===== src/source/arkvid_pkg.sv =====
/*
 * Shared widths, raster constants, APB register map and payload types
 * for the tilemap video pipeline. Modules pull these in with a wildcard
 * import in their header.
 */
package arkvid_pkg;

	// ==========================================================
	// Payload types
	// ==========================================================

	// Raster counters are 9 bits wide and run from 128 to 511
	typedef logic [8:0]  cnt_t;
	typedef logic [7:0]  tile_code_t;
	// Colour is packed red, green, blue with 4 bits each
	typedef logic [11:0] rgb_t;

	// ==========================================================
	// Raster constants
	// ==========================================================

	localparam cnt_t H_START     = 9'd128;
	localparam cnt_t CNT_MAX     = 9'd511;
	localparam cnt_t V_BASE      = 9'd248;
	localparam cnt_t HBLANK_LO   = 9'd137;
	localparam cnt_t HBLANK_HI   = 9'd266;
	localparam cnt_t VBLANK_LO   = 9'd271;
	localparam cnt_t VBLANK_HI   = 9'd495;
	localparam cnt_t VSYNC_LINES = 9'd8;

	// Hsync window edges compare against h bits 6:0 only
	localparam logic [6:0] HSYNC_LO_NARROW = 7'd47;
	localparam logic [6:0] HSYNC_HI_NARROW = 7'd80;
	localparam logic [6:0] HSYNC_LO_WIDE   = 7'd54;
	localparam logic [6:0] HSYNC_HI_WIDE   = 7'd87;

	// 48 MHz divided by 8 gives the 6 MHz pixel enable
	localparam int PIX_DIV    = 8;
	localparam int DIV_W      = $clog2(PIX_DIV);
	localparam int PIPE_DEPTH = 3;

	// ==========================================================
	// Memories and APB map
	// ==========================================================

	localparam int TILE_MAP_DEPTH = 1024;
	localparam int PAL_DEPTH      = 512;
	localparam int TILE_AW        = $clog2(TILE_MAP_DEPTH);
	localparam int PAL_AW         = $clog2(PAL_DEPTH);

	localparam int APB_AW = 13;
	localparam logic [APB_AW-1:0] TILE_BASE = 13'h0000;
	localparam logic [APB_AW-1:0] PAL_BASE  = 13'h1000;
	localparam logic [APB_AW-1:0] CTRL_ADDR = 13'h1800;

	// Control register layout
	localparam int CTRL_HFLIP_BIT   = 0;
	localparam int CTRL_VFLIP_BIT   = 1;
	localparam int CTRL_BANK_BIT    = 2;
	localparam int CTRL_VCENTER_LSB = 4;
	localparam int CTRL_HCENTER_LSB = 8;

endpackage

===== src/source/apb_regs.sv =====
/*
 * APB slave giving the host access to the tile map, the palette and the
 * control register. RAM reads take one wait state, all else completes in
 * the first access cycle. Unmapped addresses answer with pslverr.
 */
`timescale 1ns/1ns

module apb_regs import arkvid_pkg::*; (
	input  logic               clk_48m,
	input  logic               rst_n_i,
	input  logic               psel_i,
	input  logic               penable_i,
	input  logic               pwrite_i,
	input  logic [APB_AW-1:0]  paddr_i,
	input  logic [31:0]        pwdata_i,
	output logic [31:0]        prdata_o,
	output logic               pready_o,
	output logic               pslverr_o,
	output logic               hflip_o,
	output logic               vflip_o,
	output logic               pal_bank_o,
	output logic [3:0]         h_center_o,
	output logic [2:0]         v_center_o,
	output logic [TILE_AW-1:0] tile_addr_o,
	output logic               tile_we_o,
	output tile_code_t         tile_wdata_o,
	input  tile_code_t         tile_rdata_i,
	output logic [PAL_AW-1:0]  pal_addr_o,
	output logic               pal_we_o,
	output rgb_t               pal_wdata_o,
	input  rgb_t               pal_rdata_i
);

	logic        access;
	logic        sel_tile;
	logic        sel_pal;
	logic        sel_ctrl;
	logic        sel_err;
	logic        ram_rd;
	logic        rd_wait_q;
	logic [31:0] ctrl_rdata;

	// Region decode works on word addresses; byte lanes are ignored
	assign sel_tile = (paddr_i[12] == TILE_BASE[12]);
	assign sel_pal  = (paddr_i[12:11] == PAL_BASE[12:11]);
	assign sel_ctrl = (paddr_i[12:2] == CTRL_ADDR[12:2]);
	assign sel_err  = !(sel_tile || sel_pal || sel_ctrl);

	assign access = psel_i && penable_i;
	assign ram_rd = !pwrite_i && (sel_tile || sel_pal);

	// The wait bit covers the one clock of RAM read latency
	always_ff @(posedge clk_48m) begin
		if (!rst_n_i) begin
			rd_wait_q <= 1'b0;
		end else begin
			rd_wait_q <= access && ram_rd && !rd_wait_q;
		end
	end

	assign pready_o  = access && (!ram_rd || rd_wait_q);
	assign pslverr_o = access && sel_err;

	// ==========================================================
	// RAM host ports
	// ==========================================================

	// Address and data go straight to port B, the write lasts one clock
	assign tile_addr_o  = paddr_i[TILE_AW+1:2];
	assign tile_wdata_o = tile_code_t'(pwdata_i[7:0]);
	assign tile_we_o    = access && pwrite_i && sel_tile;

	assign pal_addr_o  = paddr_i[PAL_AW+1:2];
	assign pal_wdata_o = rgb_t'(pwdata_i[11:0]);
	assign pal_we_o    = access && pwrite_i && sel_pal;

	// Control register holds flips, palette bank and centering
	always_ff @(posedge clk_48m) begin
		if (!rst_n_i) begin
			hflip_o    <= 1'b0;
			vflip_o    <= 1'b0;
			pal_bank_o <= 1'b0;
			v_center_o <= '0;
			h_center_o <= '0;
		end else if (access && pwrite_i && sel_ctrl) begin
			hflip_o    <= pwdata_i[CTRL_HFLIP_BIT];
			vflip_o    <= pwdata_i[CTRL_VFLIP_BIT];
			pal_bank_o <= pwdata_i[CTRL_BANK_BIT];
			v_center_o <= pwdata_i[CTRL_VCENTER_LSB +: 3];
			h_center_o <= pwdata_i[CTRL_HCENTER_LSB +: 4];
		end
	end

	// Bits without a field read back as zero
	always_comb begin
		ctrl_rdata = '0;
		ctrl_rdata[CTRL_HFLIP_BIT] = hflip_o;
		ctrl_rdata[CTRL_VFLIP_BIT] = vflip_o;
		ctrl_rdata[CTRL_BANK_BIT] = pal_bank_o;
		ctrl_rdata[CTRL_VCENTER_LSB +: 3] = v_center_o;
		ctrl_rdata[CTRL_HCENTER_LSB +: 4] = h_center_o;
	end

	// Read mux; an erroring read returns zero
	always_comb begin
		if (sel_ctrl) begin
			prdata_o = ctrl_rdata;
		end else if (sel_pal) begin
			prdata_o = {20'd0, pal_rdata_i};
		end else if (sel_tile) begin
			prdata_o = {24'd0, tile_rdata_i};
		end else begin
			prdata_o = '0;
		end
	end

endmodule


===== config.mk =====
export PLATFORM = sky130hd
export DESIGN_NAME = apb_regs
export DESIGN_NICKNAME = d
export VERILOG_FILES = /design/src/source/arkvid_pkg.sv /design/src/source/apb_regs.sv
export SDC_FILE = /design/constraint.sdc
export NUM_CORES = 1
export LEC_CHECK = 0
export BUFFER_PORTS_ARGS = -buffer_cell sky130_fd_sc_hd__buf_2
export CAP_MARGIN = 40
export CORE_UTILIZATION = 31
export CTS_BUF_LIST = sky130_fd_sc_hd__clkbuf_16
export DETAILED_ROUTE_END_ITERATION = 7
export PLACE_DENSITY_LB_ADDON = 0.12
export RECOVER_POWER = 25
export SLEW_MARGIN = 0
export SYNTH_ARGS = -nofsm -noshare
export SYNTH_HDL_FRONTEND = slang
export SYNTH_SLANG_ARGS = --single-unit

===== constraint.sdc =====
create_clock -name clk_48m -period 2.45 [get_ports clk_48m]
set_clock_uncertainty 0.05 [all_clocks]
set_input_delay 0.49 -clock clk_48m [delete_from_list [all_inputs] [get_ports clk_48m]]
set_output_delay 0.49 -clock clk_48m [all_outputs]
set_load 0.01 [all_outputs]

Yosys cells after proc, flatten, opt, wreduce, memory -nomap -nowiden
Cells that the tools add are included.

Bits in registers: 11. Logic and storage cells: 29.

Equal/unequal tests: 2. Multiplexer cells: 3. Bitwise logic cells: 1. Reductions and logical operators: 17.

Operators by type and width (count): 12-bit two-way mux (2); 11-bit equality test (second input constant) (1); 1-bit logical AND (10); 8-bit two-way mux (1); 1-bit zero test (4); 1-bit logical OR (3); 2-bit equality test (second input constant) (1); 1-bit inverter (1).

Depth between registers and ports, before layout
Gate-level depths: netlist of run 1.

Depth in word-level cells: 6. Mapped depth: 4. Depth with buffers taken out: 3.

Least setup slack after synthesis of run 1
Ideal clock, no wire load.

Path kind: input port to output port. Start point: input port paddr_i[9]. End point: output port prdata_o[1]. Arrival time: 1598 ps. Required time: 1910 ps. Slack: 312 ps. Stages on the path: 4. Buffers on the path: 1. Cells stage by stage: or4_4 -> nor3_2 -> buf_2 -> a221o_1.

Cells in the longest elaborated chain, start to end: 2.

RTL lines: start: declaration (line apb_regs.sv:14) `input logic [APB_AW-1:0] paddr_i,`; 11-bit equality test (line apb_regs.sv:46) `assign sel_ctrl = (paddr_i[12:2] == CTRL_ADDR[12:2]);`; 12-bit two-way mux (line apb_regs.sv:106) `if (sel_ctrl) begin`; end: declaration (line apb_regs.sv:16) `output logic [31:0] prdata_o,`.

Every way passes these cells.

Final worst setup path of run 1
Same ends and word-level chain as after synthesis.

==> flow_metrics.py, run 1 <==
metrics = {
    "sta": {
        "fmax_mhz": 423,
        "setup_viol": 0,
        "period_share_pct": 96.6,
        "hold-worst-slack_ps": 419,
        "min_period_ps": 2370,
        "slew_viol_final": 0,
        "finalHoldViolCount": 0,
        "rsz0062_at_grt": "false",
        "setup_tns_ps": 0,
    },
    "cts": {
        "root_buffer": "clkbuf_16",
        "cts.clk_slew.worst_paths_ps": 40,
        "cts_tree": "done",
        "clkSinkCount": 11,
        "post_cts_resized": 0,
        "cts_buffers": 3,
        "postCtsSetupBuffers": 0,
        "cts.path.max_buffers": 2,
        "insertion_delay_ps": 240,
        "cts_max_level": 1,
        "ctsHoldBuffers": 0,
    },
    "grt": {
        "overflow": 0,
        "grtUsageMet2_pct": 25.1,
        "antenna_found_initial": 0,
        "use_met1_pct": 13.0,
        "grt_usage_pct": 13.0,
        "top_usage_layer": "met2",
        "met3_usage_pct": 3.65,
        "grt_pass1_wl_mm": 4.03,
        "grt_pass1_vias": 931,
        "grt_max_degree": 22,
    },
    "job": {
        "drv_cap": 0,
    },
    "logic_synthesis": {
        "yosys.area.top_type_share_pct": 38.8,
        "yosysWarnings": 0,
        "postSynthCellCount": 144,
        "synth_edf_count": 0,
        "synthesis.area_um2": 1140,
        "synth-seq-cells": 11,
        "async_flop_share_pct": 0,
        "synthMostInstantiatedCell": "buf_4",
        "ys.flop_type": "dfxtp_1",
        "synth.top_cells.by_count": "buf_4 (59), nand2_1 (24), dfxtp_1 (11), mux2i_1 (10), nor2b_1 (7)",
        "synth_sequential_area_ratio_pct": 19.3,
        "synth_area_leader_cell": "buf_4",
        "ys_types": 24,
        "synth.area.top_cells": "buf_4 (39%), dfxtp_1 (19%), mux2i_1 (8.8%), nand2_1 (7.9%), a221o_1 (5.3%)",
        "synth_area_per_cell_um2": 7.93,
    },
    "pwr": {
        "power_density_nw_per_um2": 442,
        "leakage_uw": 0.000786,
        "peakVddDrop_v": 0.000159,
    },
    "min_path": {
        "hold_class": "flip-flop to flip-flop",
        "min_to": "h_center_o[2]",
        "worstHoldStart": "h_center_o[2]",
        "whs_path_depth": 2,
    },
    "final_layout": {
        "areaGrowthSynthToFinish_pct": 25.8,
        "post-route-util_pct": 41.8,
        "nFillCells": 360,
        "drive_above_1_share_pct": 48.6,
        "nets": 283,
        "antenna_cells": 0,
        "stdcell_count": 258,
        "seq_area_um2": 220,
        "multi_input_area_um2": 527,
    },
    "worst_setup_path": {
        "r2r-start": "rd_wait_q",
        "crit_top_cell": "buf_2",
        "reg2reg_to": "rd_wait_q",
        "critical-path-max-stage-delay_ps": 570,
        "end_kind": "primary output",
        "cp_slowest_cell": "or4_4",
        "r2r_cells": 2,
        "crit_type": "input port to primary output",
        "reg2reg_slack_ps": 1560,
        "path_buf_inv": 3,
        "cp_cell_sequence": "buf_2 -> or4_4 -> nor3_4 -> buf_6 -> a221o_1 -> buf_2",
        "critPathMaxFanout": 9,
        "cp-start-kind": "input port",
        "crit_arrival_ps": 1830,
        "cp_top_family": "simple AND/OR/NAND/NOR gates",
        "cp.required_ps": 1910,
    },
    "drt": {
        "detail_route.iter0.violations": 18,
        "drc": 0,
        "postRouteWirelength_mm": 2.66,
        "drt-pass1-iter-count": 4,
        "postRouteAntennaNets": 0,
        "wl_per_cell_um": 10.3,
        "via_count": 1104,
        "via_per_inst": 4.28,
    },
    "placed_design": {
        "dp_cells": 254,
        "port-buffer-count": 106,
        "hpwl_mm": 2.12,
        "gp_congestion": 0.796,
    },
    "floorplanning": {
        "die_area_um2": 3930,
        "die_w_um": 62.7,
        "die_height_um": 62.7,
        "top_level_ports": 155,
        "row_count": 21,
        "initial_utilization_pct": 33.2,
        "coreArea_um2": 3440,
    },
    "outcome": {
        "outcome": "finished clean",
    },
}
## layout make-up
cell class	instances	share of cell area, %
timing repair buffer	110	38.0
multi-input combinational	85	36.6
sequential	11	15.3
clock buffer	3	5.22
tap	46	4.00
inverter	2	0.522
clock inverter	1	0.261
## worst max path at each step
stage,slack (ps),start,end,depth (start not counted)
global route,10,paddr_i[9],prdata_o[10],6
floorplan,310,paddr_i[9],prdata_o[1],4
detailed placement,40,paddr_i[9],prdata_o[1],6
finish,80,paddr_i[9],prdata_o[1],6
CTS,30,paddr_i[9],prdata_o[1],6
global placement,40,paddr_i[9],prdata_o[1],6
## metal layers
metal  up-vias  wire [um]
met3         2        272
met2        80       1360
met4         0          8
met5         -          0
li1        536          -
met1       486       1020
## report_power, final
group / internal [uW] / total [uW] / switching (uW)
clock: 214 / 295 / 80.9
combinational: 69.2 / 160 / 90.9
sequential: 180 / 180 / 0.0935
total: 464 / 636 / 172
## flip-flops by register name, indices dropped and copies added, names as in the netlist
register and count:
pal_bank_o 1, rd_wait_q 1, vflip_o 1, v_center_o 3
h_center_o 4, hflip_o 1
## layout by cell type (no fill, tap or decap), types with 3 or more instances in the layout
cell	n
a22o_1	4
nor2b_1	7
mux2i_1	10
buf_2	92
conb_1	20
dfxtp_1	11
clkbuf_1	14
buf_4	3
nand2_1	24
a221o_1	6
clkbuf_16	3
inv_1	3
## cells by family after synthesis
kind of cell / synth area share, %
buffers and inverters: 42.2
AND/OR/NAND/NOR: 19.6
AO/OA/AOI/OAI: 9.86
flip-flops: 19.3
multiplexers: 8.76
other: 0.328
## through the flow
stage	setup slack [ps]	total power (uW)	instance area (um^2)
final	84.2	636	1440
after floorplan	312	328	1210
after global routing	12.9	668	1440
after CTS	32.1	649	1450
after global placement	41.1	345	1370
after detailed placement	38.9	347	1370
## worst register-to-register path: stages, from the launching register on
cell,delay (ps)
dfxtp_1,290
a211oi_1,260
and4_1,230
(Power assumes the default switching activity.)
==> inputs of run 2 (changes only) <==
--- a/config.mk
+++ b/config.mk
@@ -8,7 +8,6 @@
 export BUFFER_PORTS_ARGS = -buffer_cell sky130_fd_sc_hd__buf_2
 export CAP_MARGIN = 40
 export CORE_UTILIZATION = 31
-export CTS_BUF_LIST = sky130_fd_sc_hd__clkbuf_16
 export DETAILED_ROUTE_END_ITERATION = 7
 export PLACE_DENSITY_LB_ADDON = 0.12
 export RECOVER_POWER = 25
==> flow_metrics.py, run 2 (same netlist as run 1, synthesis figures left out) <==
metrics = {
    "floorplanning": {
        "initial_utilization_pct": 33.2,
        "die_area_um2": 3930,
        "coreArea_um2": 3440,
        "die_height_um": 62.7,
        "top_level_ports": 155,
        "die_w_um": 62.7,
        "row_count": 21,
    },
    "pwr": {
        "leakage_uw": 0.000768,
        "peakVddDrop_v": 0.000173,
        "power_density_nw_per_um2": 371,
    },
    "grt": {
        "grt_max_degree": 22,
        "grt_usage_pct": 12.6,
        "grt_pass1_vias": 916,
        "overflow": 0,
        "antenna_found_initial": 0,
        "grt_pass1_wl_mm": 3.97,
    },
    "worst_setup_path": {
        "cp-start-kind": "input port",
        "crit_type": "input port to primary output",
        "crit_arrival_ps": 1830,
        "cp.required_ps": 1910,
        "critPathMaxFanout": 9,
        "end_kind": "primary output",
    },
    "sta": {
        "rsz0062_at_grt": "false",
        "fmax_mhz": 423,
        "setup_viol": 0,
        "slew_viol_final": 0,
        "finalHoldViolCount": 0,
        "min_period_ps": 2370,
        "period_share_pct": 96.5,
        "setup_tns_ps": 0,
    },
    "cts": {
        "cts_buffers": 3,
        "cts_tree": "done",
        "root_buffer": "clkbuf_8",
        "insertion_delay_ps": 230,
        "ctsHoldBuffers": 0,
        "cts_max_level": 1,
        "clkSinkCount": 11,
        "cts.clk_slew.worst_paths_ps": 50,
        "cts.path.max_buffers": 2,
    },
    "drt": {
        "detail_route.iter0.violations": 33,
        "drc": 0,
        "postRouteAntennaNets": 0,
        "via_count": 1099,
        "wl_per_cell_um": 10.0,
        "drt-pass1-iter-count": 4,
        "postRouteWirelength_mm": 2.59,
        "via_per_inst": 4.26,
    },
    "final_layout": {
        "largest_register_ffs": 4,
        "drive_above_1_share_pct": 48.6,
        "nFillCells": 363,
        "final_common_cell": "buf_2",
        "post-route-util_pct": 40.8,
        "reg.largest.list": "h_center_o x4, v_center_o x3",
        "nets": 283,
        "layout_common_cells": "buf_2 (92), nand2_1 (24), conb_1 (20)",
        "areaGrowthSynthToFinish_pct": 22.9,
        "antenna_cells": 0,
        "largest-register": "h_center_o",
    },
    "placed_design": {
        "hpwl_mm": 2.12,
        "gp_congestion": 0.796,
        "port-buffer-count": 106,
    },
    "min_path": {
        "hold_class": "flip-flop to flip-flop",
    },
    "outcome": {
        "outcome": "finished clean",
    },
    "job": {
        "drv_cap": 0,
    },
}
==> run 2: cell count changes in the layout (fill, tap and decap cells not counted), sizes merged <==
cell,delta
inv,-1
clkbuf,+1
==> run 2: path summary, 6_finish.rpt <==
check / from / endpoint / slack, ps / cells past startpoint
worst max-delay path: paddr_i[9] / prdata_o[1] / 80 / 6
worst min-delay path: h_center_o[2] / h_center_o[2] / 420 / 2
worst max register to register: rd_wait_q / rd_wait_q / 1560 / 2
worst min register to register: h_center_o[2] / h_center_o[2] / 420 / 2
==> run 2: cell type report <==
| cell class | count | area, um^2 | area share (%) |
|---|---|---|---|
| Sequential cell | 11 | 220 | 15.7 |
| Multi-Input combinational cell | 85 | 527 | 37.5 |
| Clock buffer | 4 | 45.0 | 3.21 |
| Tap cell | 46 | 57.6 | 4.10 |
| Timing Repair Buffer | 110 | 547 | 38.9 |
| Inverter | 2 | 7.51 | 0.535 |
==> run 2: power by group <==
| part | switching, uW | internal [uW] | leakage [uW] | total (uW) |
|---|---|---|---|---|
| Combinational | 91.0 | 69.0 | 0.000657 | 160 |
| Clock | 67.3 | 114 | 0.0000228 | 181 |
| Sequential | 0.0934 | 179 | 0.0000886 | 180 |
==> run 2: stage by stage <==
step | total power [uW] | instance area [um^2] | setup slack, ps | cells | hold WS, ps
2_1_floorplan | 328 | 1210 | 312 | 163 | 441
3_3_place_gp | 345 | 1370 | 41.1 | 254 | 404
3_5_place_dp | 347 | 1370 | 38.9 | 254 | 407
4_1_cts | 533 | 1410 | 32.1 | 258 | 421
5_1_grt | 552 | 1400 | 12.9 | 258 | 452
6_report | 521 | 1400 | 84.7 | 258 | 421
==> run 2: timing repair <==
item	CTS	global route
endpoints found under the setup margin	0	8
resized for setup	0	2
setup buffers	0	0
==> run 2: worst max-delay path, cell delays in order <==
cell	delay, ps
buf_2	110
or4_4	570
nor3_4	200
buf_6	170
a221o_1	150
buf_2	120
==> run 2: routing by layer <==
metal  wire length [um]  part of all wire, %  vias up  track usage [%]
met1               1050                   40      483             13.0
li1                   -                    -      536                -
met3                259                   10        2             3.65
met5                  0                    0        -                0
met2               1270                   49       78             24.6
met4                  8                 0.31        0             2.62
==> inputs of run 3 (changes only) <==
--- a/config.mk
+++ b/config.mk
@@ -5,7 +5,7 @@
 export SDC_FILE = /design/constraint.sdc
 export NUM_CORES = 1
 export LEC_CHECK = 0
-export BUFFER_PORTS_ARGS = -buffer_cell sky130_fd_sc_hd__buf_2
+export BUFFER_PORTS_ARGS = -buffer_cell sky130_fd_sc_hd__buf_4
 export CAP_MARGIN = 40
 export CORE_UTILIZATION = 31
 export DETAILED_ROUTE_END_ITERATION = 7
==> flow_metrics.py, run 3 (same netlist as run 1, synthesis figures left out) <==
metrics = {
    "drt": {
        "wl_per_cell_um": 11.1,
        "postRouteAntennaNets": 0,
        "via_count": 1093,
        "detail_route.iter0.violations": 12,
        "drt-pass1-iter-count": 4,
        "via_per_inst": 4.22,
        "postRouteWirelength_mm": 2.89,
        "drc": 0,
    },
    "placed_design": {
        "port-buffer-count": 106,
        "hpwl_mm": 2.35,
        "gp_congestion": 0.799,
        "dp_cells": 255,
    },
    "final_layout": {
        "nets": 284,
        "multi_input_area_um2": 527,
        "areaGrowthSynthToFinish_pct": 43.7,
        "largest_register_ffs": 4,
        "layout_common_cells": "buf_4 (96), nand2_1 (24), conb_1 (20)",
        "final_common_cell": "buf_4",
        "stdcell_count": 259,
        "antenna_cells": 0,
        "largest-register": "h_center_o",
        "drive_above_1_share_pct": 48.8,
        "nFillCells": 369,
        "seq_area_um2": 220,
        "reg.largest.list": "h_center_o x4, v_center_o x3",
    },
    "pwr": {
        "p_int_uw": 401,
        "peakVddDrop_v": 0.000133,
        "total_power_uw": 565,
        "leakage_uw": 0.000836,
        "power_density_nw_per_um2": 344,
        "p_seq_share_pct": 31.8,
        "switching_share_pct": 29.0,
        "power.share.clock_pct": 32.6,
        "p_switching_uw": 164,
        "combPwrFrac_pct": 35.7,
    },
    "sta": {
        "setup_tns_ps": 0,
        "period_share_pct": 97.2,
        "finalHoldViolCount": 0,
        "rsz0062_at_grt": "false",
        "min_period_ps": 2380,
        "slew_viol_final": 0,
        "fmax_mhz": 420,
        "setup_viol": 0,
        "hold-worst-slack_ps": 423,
    },
    "job": {
        "drv_cap": 0,
    },
    "cts": {
        "cts_buffers": 3,
        "root_buffer": "clkbuf_8",
        "clkSinkCount": 11,
        "cts_tree": "done",
        "cts.path.max_buffers": 2,
        "cts_max_level": 1,
        "ctsHoldBuffers": 0,
        "cts.clk_slew.worst_paths_ps": 50,
        "insertion_delay_ps": 240,
    },
    "grt": {
        "grt_pass1_vias": 1028,
        "use_met1_pct": 14.6,
        "grt_max_degree": 22,
        "met3_usage_pct": 6.02,
        "overflow": 0,
        "grt_usage_pct": 14.4,
        "grt_pass1_wl_mm": 4.54,
        "top_usage_layer": "met2",
        "antenna_found_initial": 0,
        "grtUsageMet2_pct": 26.4,
    },
    "worst_setup_path": {
        "crit_type": "input port to primary output",
        "end_kind": "primary output",
        "cp-start-kind": "input port",
        "reg2reg_slack_ps": 1570,
        "crit_path_end": "prdata_o[1]",
        "r2r-start": "rd_wait_q",
        "cp.required_ps": 1910,
        "reg2reg_to": "rd_wait_q",
        "r2r_cells": 2,
        "critPathMaxFanout": 9,
        "crit_start": "paddr_i[9]",
        "crit_arrival_ps": 1840,
    },
    "min_path": {
        "worstHoldStart": "h_center_o[2]",
        "hold_class": "flip-flop to flip-flop",
    },
    "floorplanning": {
        "die_area_um2": 3930,
        "die_height_um": 62.7,
        "row_count": 21,
        "initial_utilization_pct": 33.2,
        "die_w_um": 62.7,
        "top_level_ports": 155,
        "coreArea_um2": 3440,
    },
    "outcome": {
        "outcome": "finished clean",
    },
}
[run 3: cell count changes in the layout (fill, tap and decap cells not counted), sizes merged]
| cell | delta |
|---|---|
| buf | +1 |
[run 3: stage by stage]
| step | instance area (um^2) | utilization [%] | setup WS (ps) |
|---|---|---|---|
| floorplan | 1210 | - | 312 |
| global placement | 1640 | 47.6 | 42.2 |
| detailed placement | 1640 | 47.6 | 25.6 |
| CTS | 1680 | 48.9 | 24.0 |
| global route | 1640 | 47.7 | 15.9 |
| finish | 1640 | 47.7 | 69.6 |
[run 3: per-layer routing]
layer | up-vias | routed length (um)
met2 | 80 | 1500
li1 | 536 | -
met4 | 0 | 9
met3 | 2 | 288
met1 | 475 | 1090
met5 | - | 0
[run 3: area by class of cell]
type | count | share of cell area [%]
repair buffers | 111 | 47.8
multi-input cells | 85 | 32.1
flip-flops and latches | 11 | 13.4
well taps | 46 | 3.51
clock buffers | 4 | 2.74
inverters | 2 | 0.457
[run 3: worst min-delay path by stage]
stage               cells after the start            end  slack [ps]
finish                                  2  h_center_o[2]         420
floorplan                               2        hflip_o         440
global route                            2  v_center_o[1]         450
detailed placement                      2     pal_bank_o         420
global placement                        2  h_center_o[2]         410
CTS                                     2  v_center_o[2]         430
[run 3: power groups by stage]
stage	logic [uW]	clock network, uW	registers, uW
3_3_place_gp	209	0	183
4_1_cts	211	190	180
3_5_place_dp	211	0	183
5_1_grt	217	203	179
2_1_floorplan	145	0	183
6_report	202	184	180
[run 3: worst max-delay path, cell delays in order]
cell	delay, ps
buf_4	120
or4_4	570
nor3_4	210
buf_6	170
a221o_1	160
buf_4	120
[run 3: what timing repair did]
item                       in CTS  in global routing
gates resized for setup         0                  2
setup buffers                   0                  0
setup endpoints to repair       0                  7
